[src/issuePkg.sv]
package issuePkg;

    ////////////////////////////////////////
    // Sizes
    ////////////////////////////////////////

    localparam int NUM_WARPS = 4;               // Warps in the core
    localparam int SCB_DEPTH = 4;               // Scoreboard slots per warp
    localparam int REG_W     = 5;               // Architectural register number width
    localparam int SCB_W     = $clog2(SCB_DEPTH);
    localparam int WARP_W    = $clog2(NUM_WARPS);

    typedef logic [REG_W-1:0]  regIdT;
    typedef logic [SCB_W-1:0]  scbIdT;
    typedef logic [WARP_W-1:0] warpIdT;

    ////////////////////////////////////////
    // Bundles
    ////////////////////////////////////////

    // One decoded instruction as the issue stage sees it
    typedef struct packed {
        regIdT src1;
        regIdT src2;
        regIdT dst;
        logic  src1Valid;
        logic  src2Valid;
        logic  dstValid;
        logic  replayable;                      // Load or store
        logic  isStore;
    } instrT;

    // Completion event from writeback or branch unit
    typedef struct packed {
        logic   valid;
        warpIdT warp;
        scbIdT  slot;
    } clearT;

    // Memory replay done
    typedef struct packed {
        logic   valid;
        warpIdT warp;
        scbIdT  slot;
        logic   isStore;                        // Store frees its slot right away
    } replayT;

    // Issued instruction with its tags
    typedef struct packed {
        logic   valid;
        warpIdT warp;
        scbIdT  slot;                           // Needed later to free the slot
        instrT  instr;
    } issueT;

endpackage

[src/issueRegister.sv]
`timescale 1ns/1ps

module issueRegister (
    input  logic                                            clk,
    input  logic                                            rst,
    input  logic [issuePkg::NUM_WARPS-1:0]                  grant,
    input  issuePkg::instrT [issuePkg::NUM_WARPS-1:0]       cand,
    input  issuePkg::scbIdT [issuePkg::NUM_WARPS-1:0]       freeSlot,
    output issuePkg::issueT                                 issueOut
);

    issuePkg::warpIdT   grantIdx;
    logic               anyGrant;
    logic               validQ;
    issuePkg::warpIdT   warpQ;
    issuePkg::scbIdT    slotQ;
    issuePkg::instrT    instrQ;

    // One-hot to index
    always_comb begin
        grantIdx = '0;
        for (int i = 0; i < issuePkg::NUM_WARPS; i++) begin
            if (grant[i]) begin
                grantIdx = issuePkg::warpIdT'(i);
            end
        end
    end

    assign anyGrant = |grant;

    ////////////////////////////////////////
    // Output stage
    ////////////////////////////////////////

    always_ff @(posedge clk or negedge rst) begin
        if (!rst) begin
            validQ <= 1'b0;
        end else begin
            validQ <= anyGrant;         // High for one cycle per grant
        end
    end

    always_ff @(posedge clk) begin
        if (anyGrant) begin
            warpQ  <= grantIdx;
            slotQ  <= freeSlot[grantIdx];   // Slot just allocated in that warp
            instrQ <= cand[grantIdx];
        end
    end

    assign issueOut = '{valid: validQ, warp: warpQ, slot: slotQ, instr: instrQ};

endmodule

[config.mk]
export PLATFORM = sky130hd
export DESIGN_NAME = issueRegister
export DESIGN_NICKNAME = d
export VERILOG_FILES = /design/src/issuePkg.sv /design/src/issueRegister.sv
export SDC_FILE = /design/constraint.sdc
export NUM_CORES = 1
export LEC_CHECK = 0
export BUFFER_PORTS_ARGS = -buffer_cell sky130_fd_sc_hd__buf_2
export CORE_ASPECT_RATIO = 0.8
export CORE_UTILIZATION = 34
export DETAILED_ROUTE_END_ITERATION = 8
export HOLD_SLACK_MARGIN = 0.06
export PLACE_DENSITY = 0.77
export SYNTH_ARGS = -nofsm -noshare
export SYNTH_HDL_FRONTEND = slang
export SYNTH_SLANG_ARGS = --single-unit
[constraint.sdc]
create_clock -name clk -period 0.8 [get_ports clk]
set_input_delay 0.08 -clock clk [delete_from_list [all_inputs] [get_ports clk]]
set_output_delay 0.08 -clock clk [all_outputs]
set_load 0.01 [all_outputs]
==> results.py, run 1 <==
metrics = {
    "global_route": {
        "grt_pass1_wl_um": 6530,
        "met2_usage_pct": 38.3,
        "grt_pass1_vias": 1412,
        "grt-busiest-layer": "met2",
        "grt.overflow.total": 0,
        "use_met3_pct": 3.65,
        "grt_max_degree": 24,
        "grt_antenna_before_repair": 0,
        "grt_util_all_layers_pct": 20.7,
        "grt.met1_usage_pct": 23.5,
    },
    "sta": {
        "relSlewSlack_pct": 82.6,
        "max_slew.worst_pin.slew_ns": 0.261,
        "timing.final.crit_share_pct": 116,
        "setup_slack_ns": -0.131,
        "finalSetupTns_ns": -1.97,
        "finalHoldViolCount": 0,
        "rsz0062_at_grt": "yes",
        "fin_crit_ns": 0.931,
        "slew_viol_final": 0,
        "timing.fmax_mhz": 1070,
        "setup_viol": 43,
    },
    "yosys": {
        "synth_area_leader_cell": "edfxtp_1",
        "syn-cell-area_um2": 1350,
        "seq_area_frac_synth_pct": 55.4,
        "ys_types": 16,
        "synth_top_area_share_pct": 53.6,
        "synthTopCellsByArea": "edfxtp_1, a22oi_1, o21ai_1",
        "synth_seq_cells": 25,
        "syn_nets": 204,
        "yosysWarnings": 0,
        "syn_avg_cell_area_um2": 12.2,
        "synthCells": 110,
    },
    "floorplanning": {
        "core_area_um2": 3800,
        "initial_core_util_pct": 35.4,
        "die-width_um": 72.3,
        "io_pins": 119,
        "die_h_um": 58.3,
        "placementRows": 20,
        "die_area_um2": 4210,
    },
    "place": {
        "post-place-ws_ns": -0.305,
        "place.gp.congestion": 0.766,
        "port_buffers": 118,
        "hpwl_um": 3290,
    },
    "route": {
        "routedWlPerCell_um": 15.7,
        "drt.antenna.violating_nets": 0,
        "vias_per_cell": 5.07,
        "drt-total-wl_um": 4590,
        "num_vias": 1481,
        "drc": 0,
        "firstDrtPassIters": 4,
        "drtIter0Drc": 92,
    },
    "layout": {
        "area_delta_synth_final_pct": 65.7,
        "multi_input_area_um2": 589,
        "layout-drive-gt1-share_pct": 65.0,
        "layout_common_cells": "buf_2, a22oi_1, edfxtp_1, o21ai_1, buf_4",
        "layout_commonest_cell": "buf_2",
        "final_nets": 332,
        "diodes": 0,
        "regArea_um2": 746,
        "fillers": 343,
    },
    "worst_setup_path": {
        "crit_required_ns": 0.72,
        "crit_arrival_ns": 0.85,
        "start_kind": "flip-flop",
        "worst-path-buf-inv": 1,
        "crit_family": "flip-flops",
        "cp_max_fo": 1,
        "path_class": "reg -> out",
        "path_cells": "buf_2",
        "worst_setup_path_end_kind": "primary output",
        "critPathMaxStageDelay_ns": 0.42,
        "cp_slowest_cell": "edfxtp_1",
    },
    "status": {
        "status": "complete, but fails checks",
        "violations": "negative setup slack",
    },
    "power": {
        "power_leakage_uw": 0.00102,
        "comb_power_share_pct": 26.8,
        "vdd_drop_max_v": 0.000687,
        "total_power_uw": 3270,
        "powerDensity_nw_per_um2": 1470,
        "clockPowerShare_pct": 23.1,
        "p_int_uw": 2410,
        "switching_share_pct": 26.2,
        "p_sw_uw": 857,
        "seqPwrFrac_pct": 50.1,
    },
    "cts": {
        "path_clk_slew_ns": 0.09,
        "cts_max_level": 1,
        "clock_path_buffers": 2,
        "tritoncts": "yes",
        "cts-buffers-inserted": 3,
        "root_buffer": "clkbuf_8",
        "cts.sink_count": 25,
    },
    "worst_hold_path": {
        "hold_class": "in -> reg",
    },
    "run": {
        "cap_violations": 0,
    },
}
## synthesized netlist by cell type (all sizes together)
library cell	n
a22oi	42
edfxtp	24
o21ai	22
buf	11
clkbuf	2
or2	2
dfrtp	1
mux2	1
mux2i	1
nand2	1
nor2b	1
nor3	1
or2b	1
## registers in the layout, summed over array words and instances (netlist names)
name      count
issueOut     20
warpQ         2
slotQ         2
validQ        1
## layer usage
layer | vias to the layer above | share of wire [%]
met5 | - | 0
met4 | 0 | 0.44
met3 | 2 | 9.6
met2 | 80 | 49
met1 | 691 | 41
li1 | 708 | -
## per-stage QoR
step                      util, %  hold slack (ns)  std cells  cell area [µm²]
after floorplan                 -           -0.216        110             1380
after global placement       52.7           -0.136        280             2000
after detailed placement     52.7           -0.136        280             2000
after CTS                    55.3            0.102        287             2100
after global routing         58.6           0.0996        292             2230
final                        58.6            0.102        292             2230
## cell families (layout without fill, tap and decap cells)
kind of cell	Yosys count	after routing	share of synthesized area, %
muxes	2	2	1.58
and+or+nand+nor	6	9	4.00
buffers and inverters	13	137	7.35
DFF	25	25	55.4
AOI/OAI and AO/OA	64	64	31.6
## layout make-up
type                            instances  share of cell area (%)
Clock inverter                          1                   0.225
Tap cell                               55                    3.09
Sequential cell                        25                    33.5
Timing Repair Buffer                  133                    34.9
Multi-Input combinational cell         75                    26.4
Clock buffer                            3                    1.85
## worst paths after layout
kind	start	to	slack [ns]	cells past startpoint
setup / recovery	issueOut[15]$_DFFE_PP_	issueOut[15]	-0.13	1
hold / removal	cand[78]	issueOut[18]$_DFFE_PP_	0.10	3
max in group asynchronous	rst	validQ$_DFF_PN0_	0.61	2
min in group asynchronous	rst	validQ$_DFF_PN0_	0.11	2
## power groups by stage
stage	Sequential, µW	Combinational [µW]	Clock (µW)
2_1_floorplan	1740	291	0
6_report	1640	876	754
3_5_place_dp	1670	788	0
4_1_cts	1640	814	754
3_3_place_gp	1660	778	0
5_1_grt	1650	951	803
## repair_timing
item                       4_1_cts  5_1_grt
hold endpoints to repair         1        0
pin swaps                        0        1
gates resized for setup          9       16
gates cloned                     2        2
hold buffers                     1        0
buffers inserted                 0        3
setup endpoints to repair       50       46
Note: power is estimated with default switching activity, not from simulation.
==> run 2, diff against run 1 <==
--- a/config.mk
+++ b/config.mk
@@ -5,9 +5,10 @@
 export SDC_FILE = /design/constraint.sdc
 export NUM_CORES = 1
 export LEC_CHECK = 0
+export ABC_AREA = 1
 export BUFFER_PORTS_ARGS = -buffer_cell sky130_fd_sc_hd__buf_2
 export CORE_ASPECT_RATIO = 0.8
-export CORE_UTILIZATION = 34
+export CORE_UTILIZATION = 39
 export DETAILED_ROUTE_END_ITERATION = 8
 export HOLD_SLACK_MARGIN = 0.06
 export PLACE_DENSITY = 0.77
==> run 2 against run 1 <==
The run still ends with negative setup slack left. Die area is 24% higher. Core utilization is 1.2 points lower. Global-route usage is 1.2 points lower. Cell area is 21% higher. Clock power is 1% lower. First-iteration DRC count is 36% higher. Critical path type unchanged. Critical endpoint is now issueOut[11].
==> results.py, run 2 <==
metrics = {
    "status": {
        "status": "complete, but fails checks",
        "violations": "negative setup slack",
    },
    "route": {
        "drt-total-wl_um": 5180,
        "vias_per_cell": 4.47,
        "drc": 0,
        "drt.antenna.violating_nets": 0,
        "routedWlPerCell_um": 11.0,
        "drtIter0Drc": 125,
        "num_vias": 2096,
        "firstDrtPassIters": 4,
    },
    "sta": {
        "slew_viol_final": 0,
        "max_slew.worst_pin.slew_ns": 0.220,
        "timing.fmax_mhz": 1120,
        "whs_ns": 0.127,
        "finalHoldViolCount": 0,
        "rsz0062_at_grt": "yes",
        "relSlewSlack_pct": 85.3,
        "timing.final.crit_share_pct": 112,
        "fin_crit_ns": 0.893,
        "setup_viol": 25,
        "setup_slack_ns": -0.0927,
        "finalSetupTns_ns": -1.69,
    },
    "worst_setup_path": {
        "start_kind": "flip-flop",
        "crit_family": "flip-flops",
        "worst_setup_path_end_kind": "primary output",
        "crit_arrival_ns": 0.81,
        "crit_cells": 1,
        "path_cells": "buf_2",
        "path_class": "reg -> out",
        "worst-path-buf-inv": 1,
        "crit_required_ns": 0.72,
        "cp_max_fo": 1,
        "cp_slowest_cell": "edfxtp_1",
        "critPathMaxStageDelay_ns": 0.40,
    },
    "power": {
        "vdd_drop_max_v": 0.000773,
        "p_sw_uw": 1030,
        "total_power_uw": 3500,
        "seqPwrFrac_pct": 47.3,
        "comb_power_share_pct": 31.5,
        "clockPowerShare_pct": 21.3,
        "powerDensity_nw_per_um2": 1300,
        "power_leakage_uw": 0.00156,
        "p_int_uw": 2470,
        "switching_share_pct": 29.4,
    },
    "yosys": {
        "ys_types": 16,
        "synthAdderAreaFrac_pct": 0,
        "yosysWarnings": 0,
        "syn_avg_cell_area_um2": 6.66,
        "synth_most_common_cell": "nor2_1",
        "synthCells": 290,
        "synth-async-reset-ratio_pct": 4.00,
        "ys.flop_type": "edfxtp_1",
        "seq_area_frac_synth_pct": 38.6,
        "synth_compound_area_share_pct": 0,
        "synth_simple_gate_area_share_pct": 45.0,
        "synth_seq_cells": 25,
        "synth_area_leader_cell": "edfxtp_1",
        "synth_top_area_share_pct": 37.3,
        "synth-edff-count": 24,
        "syn-cell-area_um2": 1930,
        "synth_common_cells": "nor2_1, nand2_1, inv_1",
        "syn_nets": 384,
        "synth_top_family_by_area": "simple AND/OR/NAND/NOR gates",
        "synth_xor_area_share_pct": 0,
        "synthTopCellsByArea": "edfxtp_1, nor2_1, nand2_1",
        "synth_mux_area_share_pct": 0,
    },
    "layout": {
        "area_delta_synth_final_pct": 39.2,
        "diodes": 0,
        "stdcell_area_um2": 2690,
        "layout_common_cells": "buf_2, nor2_1, nand2_1, inv_1, edfxtp_1",
        "final_nets": 504,
        "final_cells": 469,
        "layout_commonest_cell": "buf_2",
        "largest_register_ffs": 20,
        "layout-drive-gt1-share_pct": 39.1,
        "fillers": 440,
    },
    "cts": {
        "root_buffer": "clkbuf_8",
        "cts_max_level": 1,
        "cts-buffers-inserted": 3,
        "postCtsResizedCells": 0,
        "tritoncts": "yes",
        "path_clk_slew_ns": 0.09,
        "cts.sink_count": 25,
        "clock_path_buffers": 2,
    },
    "place": {
        "place_inst": 463,
        "place_area_um2": 2620,
        "place.gp.congestion": 0.816,
        "hpwl_um": 3830,
        "port_buffers": 118,
    },
    "global_route": {
        "grt_pass1_vias": 1856,
        "grt_antenna_before_repair": 0,
        "grt_util_all_layers_pct": 19.5,
        "grt.overflow.total": 0,
        "grt_pass1_wl_um": 7920,
        "grt_max_degree": 26,
    },
    "worst_hold_path": {
        "hold_class": "in -> async",
    },
    "floorplanning": {
        "io_pins": 119,
        "die_area_um2": 5240,
        "core_area_um2": 4680,
        "initial_core_util_pct": 41.3,
        "placementRows": 22,
        "die-width_um": 80.7,
        "die_h_um": 64.9,
    },
    "run": {
        "cap_violations": 0,
    },
}
## run 2: cell types whose count changed after synthesis, moves of 3 or more
cell     change
nor2_1      +89
nand2_1     +69
inv_1       +44
a22oi_1     -42
nand3_1     +22
nand2_2     +19
o21ai_1     -19
o21ai_0      -3
## run 2: layer usage
layer / part of all wire, % / global-route usage [%] / routed length (µm) / up-vias
met4: 0.46 / 3.35 / 24 / 0
met3: 7.8 / 3.10 / 404 / 2
met1: 43 / 24.9 / 2250 / 916
li1: - / - / - / 1096
met2: 48 / 35.0 / 2500 / 82
met5: 0 / 0 / 0 / -
## run 2: layout make-up
| class | instances | area, µm² | area share [%] |
|---|---|---|---|
| inverters | 47 | 179 | 6.66 |
| flip-flops and latches | 25 | 746 | 27.7 |
| well taps | 60 | 75.1 | 2.79 |
| clock buffers | 3 | 41.3 | 1.54 |
| multi-input cells | 204 | 903 | 33.6 |
| repair buffers | 129 | 738 | 27.5 |
| clock inverters | 1 | 5.00 | 0.186 |
## run 2: cells by family (layout without fill, tap and decap cells)
family                 after synthesis  count (layout)
and+or+nand+nor                    203             204
buffers and inverters               62             180
DFF                                 25              25
## run 2: repair_timing
action / CTS / global route
cloned: 0 / 1
endpoints found under the hold margin: 1 / 0
pin swaps: 0 / 1
setup endpoints to repair: 25 / 26
hold buffers: 1 / 0
buffers inserted: 0 / 0
## run 2: final timing paths
path | startpoint | end | slack (ns)
worst max-delay path | issueOut[11]$_DFFE_PP_ | issueOut[11] | -0.09
worst min-delay path | rst | validQ$_DFF_PN0_ | 0.13
min in group clk | cand[21] | issueOut[1]$_DFFE_PP_ | 0.16
max in group asynchronous | rst | validQ$_DFF_PN0_ | 0.59
## run 2: through the flow
step / setup WS [ns] / utilization [%]
finish: -0.0927 / 57.4
global placement: -0.171 / 56.0
CTS: -0.106 / 57.2
detailed placement: -0.223 / 56.0
global route: -0.122 / 57.4
floorplan: -0.0140 / -
## run 2: power groups by stage
| stage | registers (µW) | logic [µW] | clock network, µW |
|---|---|---|---|
| after floorplan | 1770 | 533 | 0 |
| after global placement | 1680 | 1070 | 0 |
| final | 1660 | 1100 | 744 |
| after detailed placement | 1680 | 1090 | 0 |
| after CTS | 1660 | 1100 | 770 |
| after global routing | 1670 | 1240 | 796 |
==> run 3, diff against run 2 <==
--- a/config.mk
+++ b/config.mk
@@ -8,10 +8,11 @@
 export ABC_AREA = 1
 export BUFFER_PORTS_ARGS = -buffer_cell sky130_fd_sc_hd__buf_2
 export CORE_ASPECT_RATIO = 0.8
-export CORE_UTILIZATION = 39
+export CORE_UTILIZATION = 45
+export CTS_BUF_LIST = sky130_fd_sc_hd__clkbuf_8
 export DETAILED_ROUTE_END_ITERATION = 8
 export HOLD_SLACK_MARGIN = 0.06
-export PLACE_DENSITY = 0.77
+export PLACE_DENSITY = 0.83
 export SYNTH_ARGS = -nofsm -noshare
 export SYNTH_HDL_FRONTEND = slang
 export SYNTH_SLANG_ARGS = --single-unit
==> constraint.sdc (replaced) <==
create_clock -name clk -period 0.9 [get_ports clk]
set_input_delay 0.09 -clock clk [delete_from_list [all_inputs] [get_ports clk]]
set_output_delay 0.09 -clock clk [all_outputs]
set_load 0.01 [all_outputs]
==> run 3 against run 2 <==
The run still ends with negative setup slack left. Non-clock buffer count up 2. Cell area about the same. Worst setup slack better by 0.084 ns. Sequential power down 11%. Clock power down 9.4%. Critical path depth unchanged. Final cell count down 0.85%. Routed wire length down 4.0%. Total power down 11%. Combinational power down 11%. Critical path type unchanged. Largest power group unchanged.
==> results.py, run 3 (same netlist as run 2, synthesis figures left out) <==
metrics = {
    "sta": {
        "setup_viol": 1,
        "max_slew.worst_pin.slew_ns": 0.222,
        "setup_slack_ns": -0.00866,
        "timing.final.crit_share_pct": 101,
        "whs_ns": 0.137,
        "finalHoldViolCount": 0,
        "relSlewSlack_pct": 85.2,
        "rsz0062_at_grt": "yes",
        "fin_crit_ns": 0.909,
        "slew_viol_final": 0,
        "timing.fmax_mhz": 1100,
        "finalSetupTns_ns": -0.00866,
    },
    "floorplanning": {
        "io_pins": 119,
        "die-width_um": 75.2,
        "die_area_um2": 4560,
        "die_h_um": 60.6,
        "placementRows": 20,
        "core_area_um2": 3950,
        "initial_core_util_pct": 48.8,
    },
    "cts": {
        "path_clk_slew_ns": 0.09,
        "clock_path_buffers": 2,
        "root_buffer": "clkbuf_8",
        "cts-buffers-inserted": 3,
        "tritoncts": "yes",
        "cts.sink_count": 25,
        "cts_max_level": 1,
    },
    "global_route": {
        "grt_antenna_before_repair": 0,
        "grt_max_degree": 26,
        "grt_pass1_vias": 1917,
        "grt_util_all_layers_pct": 23.0,
        "grt.overflow.total": 0,
        "grt_pass1_wl_um": 7800,
    },
    "layout": {
        "fillers": 363,
        "diodes": 0,
        "final_nets": 505,
        "largest_register_ffs": 20,
        "area_delta_synth_final_pct": 39.3,
        "multi_input_area_um2": 887,
        "layout-drive-gt1-share_pct": 39.3,
        "regArea_um2": 746,
        "layout_common_cells": "buf_2, nor2_1, nand2_1, inv_1, edfxtp_1",
        "layout_commonest_cell": "buf_2",
    },
    "place": {
        "port_buffers": 118,
        "post-place-ws_ns": -0.139,
        "hpwl_um": 3840,
        "place.gp.congestion": 0.780,
    },
    "power": {
        "vdd_drop_max_v": 0.000696,
        "power_leakage_uw": 0.00156,
        "powerDensity_nw_per_um2": 1160,
        "total_power_uw": 3130,
    },
    "route": {
        "drt.antenna.violating_nets": 0,
        "routedWlPerCell_um": 10.7,
        "drtIter0Drc": 109,
        "num_vias": 2098,
        "vias_per_cell": 4.51,
        "drc": 0,
        "firstDrtPassIters": 4,
        "drt-total-wl_um": 4970,
    },
    "worst_setup_path": {
        "crit_arrival_ns": 0.82,
        "worst_setup_path_end_kind": "primary output",
        "crit_required_ns": 0.81,
        "path_cells": "buf_2",
        "critPathMaxStageDelay_ns": 0.40,
        "cp_max_fo": 1,
        "crit_family": "flip-flops",
        "path_class": "reg -> out",
        "cp_slowest_cell": "edfxtp_1",
        "start_kind": "flip-flop",
        "worst-path-buf-inv": 1,
    },
    "status": {
        "status": "complete, but fails checks",
        "violations": "negative setup slack",
    },
    "worst_hold_path": {
        "hold_class": "in -> async",
    },
    "run": {
        "cap_violations": 0,
    },
}
## run 3: layer usage
| metal | wire [µm] | vias up | track usage (%) |
|---|---|---|---|
| li1 | - | 1097 | - |
| met1 | 2090 | 923 | 26.9 |
| met2 | 2530 | 71 | 43.2 |
| met3 | 283 | 7 | 3.49 |
| met4 | 64 | 0 | 7.94 |
| met5 | 0 | - | 0 |
## run 3: layout make-up
| cell class | instances | area share (%) |
|---|---|---|
| clock buffer | 3 | 1.54 |
| multi-input combinational | 203 | 33.0 |
| timing repair buffer | 131 | 28.2 |
| tap | 55 | 2.56 |
| clock inverter | 1 | 0.279 |
| inverter | 47 | 6.65 |
| sequential | 25 | 27.7 |
## run 3: final timing paths
check | from | end | cells past startpoint
setup / recovery | issueOut[7]$_DFFE_PP_ | issueOut[7] | 1
hold / removal | rst | validQ$_DFF_PN0_ | 2
max in group asynchronous | rst | validQ$_DFF_PN0_ | 2
min in group clk | cand[20] | issueOut[0]$_DFFE_PP_ | 5
## run 3: metrics by stage
step | area (µm²) | std cells | util [%]
4_1_cts | 2680 | 465 | 67.8
6_report | 2690 | 465 | 68.0
3_5_place_dp | 2620 | 460 | 66.4
2_1_floorplan | 1950 | 290 | -
3_3_place_gp | 2620 | 460 | 66.4
5_1_grt | 2690 | 465 | 68.0
## run 3: what timing repair did
action / 4_1_cts / 5_1_grt
hold endpoints to repair: 1 / 0
endpoints found under the setup margin: 2 / 23
hold buffers: 1 / 0
buffers inserted: 0 / 0
resized for setup: 0 / 1
## run 3: where the power goes
group | internal (µW) | switching [µW] | total (µW)
combinational | 464 | 517 | 981
sequential | 1430 | 38.4 | 1470
clock | 313 | 361 | 674
total | 2210 | 917 | 3130
