--- src/issuePkg.sv ---
package issuePkg;

    ////////////////////////////////////////
    // Sizes
    ////////////////////////////////////////

    localparam int NUM_WARPS = 4;               // Warps in the core
    localparam int SCB_DEPTH = 4;               // Scoreboard slots per warp
    localparam int REG_W     = 5;               // Architectural register number width
    localparam int SCB_W     = $clog2(SCB_DEPTH);
    localparam int WARP_W    = $clog2(NUM_WARPS);

    typedef logic [REG_W-1:0]  regIdT;
    typedef logic [SCB_W-1:0]  scbIdT;
    typedef logic [WARP_W-1:0] warpIdT;

    ////////////////////////////////////////
    // Bundles
    ////////////////////////////////////////

    // One decoded instruction as the issue stage sees it
    typedef struct packed {
        regIdT src1;
        regIdT src2;
        regIdT dst;
        logic  src1Valid;
        logic  src2Valid;
        logic  dstValid;
        logic  replayable;                      // Load or store
        logic  isStore;
    } instrT;

    // Completion event from writeback or branch unit
    typedef struct packed {
        logic   valid;
        warpIdT warp;
        scbIdT  slot;
    } clearT;

    // Memory replay done
    typedef struct packed {
        logic   valid;
        warpIdT warp;
        scbIdT  slot;
        logic   isStore;                        // Store frees its slot right away
    } replayT;

    // Issued instruction with its tags
    typedef struct packed {
        logic   valid;
        warpIdT warp;
        scbIdT  slot;                           // Needed later to free the slot
        instrT  instr;
    } issueT;

endpackage

--- src/warpScoreboard.sv ---
`timescale 1ns/1ps

module warpScoreboard #(
    parameter issuePkg::warpIdT warpId = '0    // Warp served by this table
) (
    input  logic              clk,
    input  logic              rst,
    input  issuePkg::instrT   cand,
    input  logic              candValid,
    input  logic              grant,
    input  issuePkg::clearT   wbClear,
    input  issuePkg::clearT   brClear,
    input  issuePkg::replayT  memReplay,
    output logic              ready,
    output issuePkg::scbIdT   freeSlot,
    output logic              empty,
    output logic              full
);

    ////////////////////////////////////////
    // Slot state
    ////////////////////////////////////////

    issuePkg::instrT                    entryQ [issuePkg::SCB_DEPTH];  // Instruction per slot
    logic [issuePkg::SCB_DEPTH-1:0]     validQ;
    logic [issuePkg::SCB_DEPTH-1:0]     completeQ;  // Low while load/store awaits replay

    logic                               wbHit;
    logic                               brHit;
    logic                               rpHit;
    logic [issuePkg::SCB_DEPTH-1:0]     validCleared;
    logic [issuePkg::SCB_DEPTH-1:0]     hazardVec;
    logic                               hazard;

    // Events tagged for another warp are ignored
    assign wbHit = wbClear.valid && (wbClear.warp == warpId);
    assign brHit = brClear.valid && (brClear.warp == warpId);
    assign rpHit = memReplay.valid && (memReplay.warp == warpId);

    ////////////////////////////////////////
    // Clear bypass
    ////////////////////////////////////////

    // Slots freed this cycle already count as free
    always_comb begin
        validCleared = validQ;
        if (rpHit && memReplay.isStore) begin
            validCleared[memReplay.slot] = 1'b0;        // Store done at replay
        end
        // Load must have seen its replay in an earlier cycle
        if (wbHit && completeQ[wbClear.slot]) begin
            validCleared[wbClear.slot] = 1'b0;
        end
        if (brHit) begin
            validCleared[brClear.slot] = 1'b0;          // Branch frees unconditionally
        end
    end

    assign full  = &validCleared;
    assign empty = ~|validCleared;

    // Lowest free slot, scan from the top so the smallest index wins
    always_comb begin
        freeSlot = '0;
        for (int i = issuePkg::SCB_DEPTH - 1; i >= 0; i--) begin
            if (!validCleared[i]) begin
                freeSlot = issuePkg::scbIdT'(i);
            end
        end
    end

    ////////////////////////////////////////
    // Hazard check
    ////////////////////////////////////////

    always_comb begin
        logic raw;
        logic waw;
        logic war;
        for (int i = 0; i < issuePkg::SCB_DEPTH; i++) begin
            // Reads after an older write
            raw = (cand.src1Valid && entryQ[i].dstValid && (cand.src1 == entryQ[i].dst))
                || (cand.src2Valid && entryQ[i].dstValid && (cand.src2 == entryQ[i].dst));
            // Two writes to one register
            waw = cand.dstValid && entryQ[i].dstValid && (cand.dst == entryQ[i].dst);
            // Write over a register an older instruction still reads
            war = (cand.dstValid && entryQ[i].src1Valid && (cand.dst == entryQ[i].src1))
                || (cand.dstValid && entryQ[i].src2Valid && (cand.dst == entryQ[i].src2));
            hazardVec[i] = (raw || waw || war) && validCleared[i];
        end
    end

    assign hazard = |hazardVec;
    assign ready  = candValid && !hazard && !full;

    ////////////////////////////////////////
    // Allocation
    ////////////////////////////////////////

    always_ff @(posedge clk or negedge rst) begin
        if (!rst) begin
            validQ    <= '0;
            completeQ <= '1;
        end else begin
            validQ <= validCleared;
            if (rpHit) begin
                completeQ[memReplay.slot] <= 1'b1;
            end
            // Grant comes last, it owns the slot it writes
            if (grant) begin
                validQ[freeSlot]    <= 1'b1;
                completeQ[freeSlot] <= !cand.replayable;
            end
        end
    end

    // Payload only, the valid bit guards it
    always_ff @(posedge clk) begin
        if (grant) begin
            entryQ[freeSlot] <= cand;
        end
    end

endmodule

--- config.mk ---
export PLATFORM = sky130hd
export DESIGN_NAME = warpScoreboard
export DESIGN_NICKNAME = d
export VERILOG_FILES = /design/src/issuePkg.sv /design/src/warpScoreboard.sv
export SDC_FILE = /design/constraint.sdc
export NUM_CORES = 1
export LEC_CHECK = 0
export BUFFER_PORTS_ARGS = -buffer_cell sky130_fd_sc_hd__clkbuf_2
export CAP_MARGIN = 20
export CORE_MARGIN = 2
export CORE_UTILIZATION = 49
export CTS_CLUSTER_DIAMETER = 50
export DETAILED_ROUTE_END_ITERATION = 12
export GPL_ROUTABILITY_DRIVEN = 0
export MAX_ROUTING_LAYER = met4
export PLACE_DENSITY = 0.69
export SYNTH_ARGS = -nofsm -noshare
export SYNTH_HDL_FRONTEND = slang
export SYNTH_SLANG_ARGS = --single-unit
--- constraint.sdc ---
create_clock -name clk -period 2.4 [get_ports clk]
set_clock_uncertainty 0.15 [all_clocks]
set_input_delay 0.48 -clock clk [delete_from_list [all_inputs] [get_ports clk]]
set_output_delay 0.48 -clock clk [all_outputs]
set_load 0.03 [all_outputs]
==> impl_results.md, run 1 <==
* RR Endpoint: entryQ[3][16]
* Reg2reg start: completeQ[3]
* Netlist cell types at 45
* Total Nets Final at 445
* #FFs+latches synth at 80
* Ys async rst share at 0.100
* Crit path required time at 1.77 ns
* Min-delay worst type: primary input to register
* Area Growth Syn to Fin at 28.9%
* Antenna cells at 0
* Pwr/cell area at 658 nW/um^2
* CP Buf/Inv Count at 1
* Initial Utilization at 0.499
* Row cnt at 33
* First-pass DRT Iterations at 4
* Die Wd at 94.8 um
* Dpl cells at 496
* Yosys top cell by area: edfxtp_1
* RSZ-0062 raised after global routing: yes
* Clock root buffer: clkbuf_8
* Num CTS Buffers at 9
* Commonest cells after routing, fill and taps aside: edfxtp_1 (72), buf_4 (59), xnor2_1 (50)
* Violations in the final reports: negative setup slack
* DP HPWL at 6.84 mm
* Ordered cell list for the critical path: xor2_1 > nor4_2 > nand4_1 > a41oi_2 > a21oi_1 > and4_1 > buf_8
* Critical Path Start: entryQ[3][9]
* Die Area at 8990 sq um
* Status: finished with violations
* Max Clk Rate at 372 MHz
* Largest net degree at the start of global routing at 20
* Max H-tree Level at 3
* CP delay by family, top: simple AND/OR/NAND/NOR gates
* Final Non-Filler Cells at 515
* Final worst-path cycle share at 1.12
* CTS sink cnt at 80
* Slowest stage cell, crit path: edfxtp_1
* Length in cells of the worst reg-to-reg path at 7
* CTS tree: built
* Setup WS pre-CTS at -0.344 ns
* Ranking of synthesized cells by area: edfxtp_1 (53%), xnor2_1 (11%), xor2_1 (10%), nand4_1 (3.4%), dfstp_2 (2.6%)
* Crit start category: register
* Reg clk slew, reported paths at 0.07 ns
* # IOs at 45
* Avg WL per Cell at 18.2 um
* Crit path to: ready
* Mapped Cells at 292
* Yosys Warn Count at 0
* Core Box Area at 8090 sq um
* Most common cell after layout, fill and taps aside: edfxtp_1
* Critical Path Sink Type: primary output
* Register area share after synthesis at 0.586
* Port Buf Inserts at 43
* Final hold violation count at 0
* Routed WL at 9.37 mm
* Final ANT Viol Nets at 0
* Final WS setup at -0.289 ns
* WHS at 0.166 ns
* Leakage power at 1.91 nW
* Mean cell area of the mapped netlist at 13.8 sq um
* Total GRT Usage at 0.235
* Setup TNS at -0.387 ns
* First-pass GRT wire length at 14.8 mm
* Layout cells sized above 1 at 0.366
* Vias in the first global route at 2893
* Worst-Margin Slew at 0.299 ns
* Post-Route Utilization at 0.644
* Die height at 94.8 um
* Maximum VDD drop at 0.562 mV
* Grt ovf at 0
* Mapped Area at 4040 sq um
* Tmin final at 2.69 ns
* Setup slack, reg-to-reg at 0.36 ns
* Avg Vias per Cell at 5.31
* Most common flop cell mapped by yosys: edfxtp_1
* Worst-Skew Late Latency at 0.35 ns
* Max-slew violations at 0
* Syn_nets at 332
* Max-cap violations at 0
* CP peak stage delay at 0.41 ns
* Clk buf depth at 2
* Finish-stage setup viols at 3
* Worst path depth at 7
* Via count at 2734
* Endpoint arrival time on the critical path at 2.06 ns
* Slew headroom at 0.800
* Antenna violations before repair at 0
* Post-synth EDFFs at 72
* Post-synth top area share at 0.535
* CP Max Fanout at 2
* Residual DRC at 0
* DRT iter0 DRCs at 179
* Crit path kind: register to primary output
[sequential cells by signal, indices dropped and copies added, names as in the netlist]
signal,count
entryQ,72
completeQ,4
validQ,4
[worst reg2reg max path, cell delays in order, from the launching register on]
cell,delay [ns]
dfstp_2,0.54
nand3_1,0.12
o2111ai_4,0.17
buf_4,0.20
nand2b_1,0.08
buf_4,0.15
nor2_2,0.15
buf_12,0.19
[metal layers]
metal | track usage | wire length, um | vias to the layer above
li1 | - | - | 1316
met4 | 0.0954 | 153 | 0
met5 | - | 0 | -
met1 | 0.308 | 4030 | 1329
met2 | 0.368 | 4730 | 74
met3 | 0.0367 | 459 | 15
[how the worst min path moves through the flow]
stage | from | to | slack [ns] | cells past startpoint
after floorplan | rst | validQ[0] | 0.03 | 0
after global placement | rst | validQ[0] | 0.18 | 1
after detailed placement | rst | validQ[0] | 0.19 | 1
after CTS | cand[1] | completeQ[1] | 0.16 | 2
after global routing | cand[1] | completeQ[1] | 0.17 | 2
final | cand[1] | completeQ[1] | 0.17 | 2
[cells by family (layout without fill, tap and decap cells)]
kind of cell	after synthesis	in the layout	share of synthesized area
mux	4	4	0.00991
xor+xnor	100	100	0.217
compound gates	19	19	0.0393
simple gates	79	79	0.131
buf+inv	10	128	0.0176
flops	80	80	0.586
[cell usage after synthesis (2+ instances only)]
cell      count
nand3b_1      2
nor2_1        3
nor4b_2       2
dfstp_2       4
dfrtp_1       4
buf_4         5
nand4_1      22
nor2_2        2
xnor2_1      52
a21oi_1       5
buf_6         2
o22a_1        2
nor4_1       12
nand2_1       6
o22ai_1       2
nand3_1      15
edfxtp_1     72
xor2_1       48
nor3_1        2
inv_1         2
mux2i_1       4
[layout make-up]
| cell class | instances | area [sq um] |
|---|---|---|
| clock buffer | 15 | 198 |
| multi-input combinational | 202 | 1690 |
| clock inverter | 1 | 6.26 |
| tap | 105 | 131 |
| sequential | 80 | 2370 |
| inverter | 2 | 7.51 |
| fill | 647 | 2880 |
| timing repair buffer | 110 | 815 |
[power by group]
part           internal [mW]  total, mW  switching, mW
sequential              1.68       1.75         0.0686
combinational          0.324      0.686          0.362
clock                  0.526      0.994          0.468
[stage by stage]
stage	area, sq um	power [mW]
global placement	4880	2.41
CTS	5210	3.44
floorplan	4050	2.13
global route	5210	3.56
detailed placement	4880	2.43
finish	5210	3.43
[timing repair]
action                                 CTS  global route
resized for setup                       19             2
setup buffers                            2             0
hold buffers                             1             0
pin swaps                               13             3
setup endpoints to repair                3             4
endpoints found under the hold margin    4             0
No activity file was read; power rests on OpenSTA's default activity.
==> run 2, diff against run 1 <==
- PLACE_DENSITY: 0.69 -> 0.71
- clock period: 2.4 -> 2.3 ns (I/O delays scaled with it)
==> run 2 against run 1 <==
The run still ends with negative setup slack left. Die area unchanged. Register-to-register slack got worse by 0.09 ns. Routed wire length increased by 7.2%. Via count increased by 2.8%. Flip-flop and latch count unchanged. Clock-buffer cell count decreased by 3. Sequential share of layout area decreased by 1.7 points. Combinational power increased by 23%. Power increased by 9.6%. Core utilization increased by 2.5 points. Setup slack got worse by 0.037 ns. Sequential power increased by 5%. Critical endpoint unchanged. Largest cell class unchanged. Highest routed layer unchanged.
==> impl_results.md, run 2 (synthesis gave the netlist of run 1 again) <==
* Hold Crit Start: cand[1]
* Die height at 94.8 um
* Total GRT Usage at 0.252
* FILL cells at 572
* Clock power share at 0.288
* Worst-Skew Late Latency at 0.36 ns
* DP HPWL at 7.07 mm
* First-pass DRT Iterations at 4
* Reg2reg start: completeQ[1]
* Final ANT Viol Nets at 0
* Grt ovf at 0
* Max reg flops at 72
* Residual DRC at 0
* Commonest cells after routing, fill and taps aside: edfxtp_1 (72), buf_4 (57), xnor2_1 (50)
* First-pass GRT wire length at 15.7 mm
* Crit path required time at 1.69 ns
* CP Buf/Inv Count at 3
* Crit start category: primary input
* Most common cell after layout, fill and taps aside: edfxtp_1
* P_int at 2.70 mW
* CP peak stage delay at 0.24 ns
* Row cnt at 33
* Length in cells of the worst reg-to-reg path at 6
* Post-DP Area at 4890 sq um
* Pwr/cell area at 694 nW/um^2
* Max-slew violations at 0
* Setup WS pre-CTS at -0.500 ns
* Avg WL per Cell at 19.3 um
* CP Max Fanout at 7
* Max H-tree Level at 3
* Leakage power at 1.98 nW
* Post-route cell area at 5410 sq um
* Antenna violations before repair at 0
* DRT iter0 DRCs at 277
* Combinational power share at 0.225
* Dpl cells at 493
* Min-delay worst type: primary input to register
* CTS sink cnt at 80
* RSZ-0062 raised after global routing: yes
* Reg clk slew, reported paths at 0.08 ns
* Top reg by flops: entryQ
* Vias in the first global route at 2907
* Worst-Margin Slew at 0.464 ns
* Final worst-path cycle share at 1.14
* Max Clk Rate at 381 MHz
* Die Wd at 94.8 um
* Clk buf depth at 2
* Finish-stage setup viols at 4
* Area Growth Syn to Fin at 33.8%
* Initial Utilization at 0.499
* Register area at 2370 sq um
* Core Box Area at 8090 sq um
* Total Nets Final at 451
* Layout cells sized above 1 at 0.409
* Multi-input gate area at 1750 sq um
* Die Area at 8990 sq um
* Tmin final at 2.63 ns
* Maximum VDD drop at 0.419 mV
* Worst path depth at 9
* Seq pwr share at 0.486
* Antenna cells at 0
* Routed WL at 10.0 mm
* Crit path kind: primary input to primary output
* Clock root buffer: clkbuf_8
* Switching Share at 0.280
* Critical Path Sink Type: primary output
* Port Buf Inserts at 43
* Largest net degree at the start of global routing at 20
* # IOs at 45
* Final Non-Filler Cells at 521
* Largest regs: entryQ (72), completeQ (4), validQ (4)
* Final hold violation count at 0
* Via count at 2810
* CTS tree: built
* Status: finished with violations
* Endpoint arrival time on the critical path at 2.02 ns
* Final WS setup at -0.326 ns
* Hold path cells at 2
* Sw Pwr at 1.05 mW
* Ordered cell list for the critical path: clkbuf_2 > buf_4 > xor2_1 > nor4_1 > nand4_1 > nand3_1 > o21bai_1 > and4_4 > buf_8
* Slowest stage cell, crit path: buf_4
* Violations in the final reports: negative setup slack
* Slew headroom at 0.689
* Avg Vias per Cell at 5.39
* Num CTS Buffers at 9
* Max-cap violations at 0
* Critical Path Start: cand[9]
* CP delay by family, top: simple AND/OR/NAND/NOR gates
-- run 2: worst register-to-register path: stages (launching register included) --
cell     delay [ns]
dfstp_2        0.39
nand3_2        0.08
and4_4         0.27
buf_4          0.13
nand3_4        0.08
nor2b_2        0.40
buf_8          0.24
-- run 2: layout make-up --
type | count | share of cell area
sequential | 80 | 0.438
tap | 105 | 0.0243
timing repair buffer | 116 | 0.174
clock inverter | 4 | 0.00601
inverter | 2 | 0.00139
clock buffer | 12 | 0.0328
multi-input combinational | 202 | 0.324
-- run 2: power groups by stage --
stage / Combinational [mW] / Sequential (mW) / Clock, mW
after floorplan: 0.390 / 1.84 / 0
after global placement: 0.706 / 1.85 / 0
after detailed placement: 0.719 / 1.85 / 0
after CTS: 0.793 / 1.82 / 1.09
after global routing: 0.905 / 1.84 / 1.16
final: 0.846 / 1.83 / 1.08
-- run 2: per-layer routing --
metal	routed length [um]	track usage	up-vias
met5	0	-	-
met4	207	0.0821	0
met3	655	0.0535	22
met2	4890	0.379	91
met1	4290	0.342	1365
li1	-	-	1332
-- run 2: metrics by stage --
step	TNS, ns	hold WS [ns]	power [mW]	util
after global placement	-10.36	0.171	2.55	0.604
after CTS	-0.559	0.130	3.71	0.651
final	-0.662	0.145	3.75	0.668
after global routing	-1.10	0.148	3.90	0.668
after floorplan	-0.157	0.0144	2.23	-
after detailed placement	-12.81	0.175	2.57	0.604
-- run 2: worst paths after layout --
kind	end	slack, ns
worst min register to register	completeQ[3]	0.41
worst min-delay path	completeQ[3]	0.14
worst max register to register	entryQ[2][10]	0.27
min in group asynchronous	validQ[3]	0.34
max in group asynchronous	completeQ[3]	1.39
worst max-delay path	ready	-0.33
-- run 2: timing repair --
action / 4_1_cts / 5_1_grt
resized for setup: 29 / 19
pin swaps: 15 / 18
buffers inserted: 3 / 7
hold buffers: 1 / 0
endpoints found under the hold margin: 4 / 0
setup endpoints to repair: 24 / 5
==> run 3, diff against run 2 <==
- PLACE_DENSITY: 0.71 -> 0.7
==> run 3 against run 2 <==
Setup slack got worse by 0.057 ns. Highest routed layer unchanged. Combinational power decreased by 11%. Maximum frequency fell by 2.1%. Power is 4.2% lower. Global-route usage is 1.5 points lower. Critical path depth stayed put. Core utilization decreased by 1.2 points. Via count about the same. Worst hold slack better by 0.025 ns. The flow still finishes with violations (negative setup slack).
==> impl_results.md, run 3 (synthesis gave the netlist of run 1 again) <==
* Status: finished with violations
* Violations in the final reports: negative setup slack
* Max H-tree Level at 3
* RSZ-0062 raised after global routing: yes
* Slowest stage cell, crit path: a41oi_2
* Tot Pwr at 3.60 mW
* Maximum VDD drop at 0.580 mV
* Die Wd at 94.8 um
* CTS sink cnt at 80
* Avg WL per Cell at 18.5 um
* Worst-Margin Slew at 0.343 ns
* Final worst-path cycle share at 1.17
* Num CTS Buffers at 9
* Row cnt at 33
* Antenna cells at 0
* Grt ovf at 0
* Max Clk Rate at 373 MHz
* Leakage power at 1.94 nW
* Post-route cell area at 5310 sq um
* Min-delay worst type: primary input to register
* Total Nets Final at 449
* First-pass DRT Iterations at 4
* Final ANT Viol Nets at 0
* Tmin final at 2.68 ns
* Final hold violation count at 0
* Post-Route Utilization at 0.656
* CP Max Fanout at 4
* Largest net degree at the start of global routing at 20
* Crit start category: primary input
* CTS tree: built
* FILL cells at 614
* Critical Path Sink Type: primary output
* Layout cells sized above 1 at 0.386
* Die Area at 8990 sq um
* Reg clk slew, reported paths at 0.08 ns
* Most common cell after layout, fill and taps aside: edfxtp_1
* # IOs at 45
* Finish-stage setup viols at 4
* CP Buf/Inv Count at 3
* Final Non-Filler Cells at 519
* Max-slew violations at 0
* Routed WL at 9.58 mm
* Clk buf depth at 2
* Crit path kind: primary input to primary output
* CP peak stage delay at 0.31 ns
* Dpl cells at 496
* Avg Vias per Cell at 5.42
* CP delay by family, top: simple AND/OR/NAND/NOR gates
* Initial Utilization at 0.499
* Worst-Skew Late Latency at 0.34 ns
* Total GRT Usage at 0.236
* Endpoint arrival time on the critical path at 2.07 ns
* Residual DRC at 0
* Commonest cells after routing, fill and taps aside: edfxtp_1 (72), buf_4 (59), xnor2_1 (51)
* Clock root buffer: clkbuf_8
* Crit path required time at 1.69 ns
* Port Buf Inserts at 43
* Top reg by flops: entryQ
* Pwr/cell area at 678 nW/um^2
* Ordered cell list for the critical path: clkbuf_2 > buf_12 > xor2_1 > nor4_2 > nand4_1 > a41oi_2 > a21oi_2 > and4_4 > buf_8
* Die height at 94.8 um
* Via count at 2812
* Slew headroom at 0.769
* Max reg flops at 72
* Max-cap violations at 0
* Final WS setup at -0.384 ns
* DRT iter0 DRCs at 237
* DP HPWL at 6.88 mm
* Vias in the first global route at 2769
* Core Box Area at 8090 sq um
* Area Growth Syn to Fin at 31.4%
* Antenna violations before repair at 0
* First-pass GRT wire length at 14.8 mm
* Largest regs: entryQ (72), completeQ (4), validQ (4)
* Post-DP Area at 4930 sq um
## run 3: layer usage
| metal | vias to the layer above | GRT usage | routed length [um] |
|---|---|---|---|
| met5 | - | - | 0 |
| li1 | 1326 | - | - |
| met1 | 1389 | 0.320 | 3970 |
| met3 | 12 | 0.0415 | 701 |
| met4 | 0 | 0.0809 | 148 |
| met2 | 85 | 0.362 | 4760 |
## run 3: worst paths after layout
path                            cells past startpoint    startpoint       endpoint  slack, ns
worst min-delay path                                2       cand[1]   completeQ[3]       0.17
worst min register to register                      2  completeQ[2]   completeQ[2]       0.40
min in group asynchronous                           2           rst      validQ[2]       0.36
worst max register to register                      7  completeQ[3]  entryQ[3][18]       0.24
max in group asynchronous                           2           rst   completeQ[1]       1.39
worst max-delay path                                9       cand[7]          ready      -0.38
## run 3: layout make-up
type / instances / area, sq um / share of cell area
clock inverters: 6 / 68.8 / 0.0130
inverters: 2 / 7.51 / 0.00141
well taps: 105 / 131 / 0.0247
flip-flops and latches: 80 / 2370 / 0.446
clock buffers: 10 / 128 / 0.0240
multi-input cells: 202 / 1710 / 0.322
repair buffers: 114 / 901 / 0.170
## run 3: timing repair
action,CTS,global route
gates resized for setup,15,13
endpoints found under the setup margin,4,5
pin swaps,11,4
hold endpoints to repair,4,0
setup buffers,4,2
hold buffers,1,0
## run 3: per-stage QoR
step           hold slack [ns]  setup TNS, ns  setup WS, ns
6_report                 0.170         -0.585        -0.384
5_1_grt                  0.155         -0.931        -0.489
4_1_cts                  0.153         -0.531        -0.356
3_5_place_dp             0.175          -4.25        -0.364
3_3_place_gp             0.168          -4.26        -0.360
2_1_floorplan           0.0144         -0.157      -0.00874
## run 3: power by group
part	internal [mW]	switching (mW)	total, mW
registers	1.75	0.0718	1.82
logic	0.362	0.393	0.754
clock network	0.508	0.515	1.02
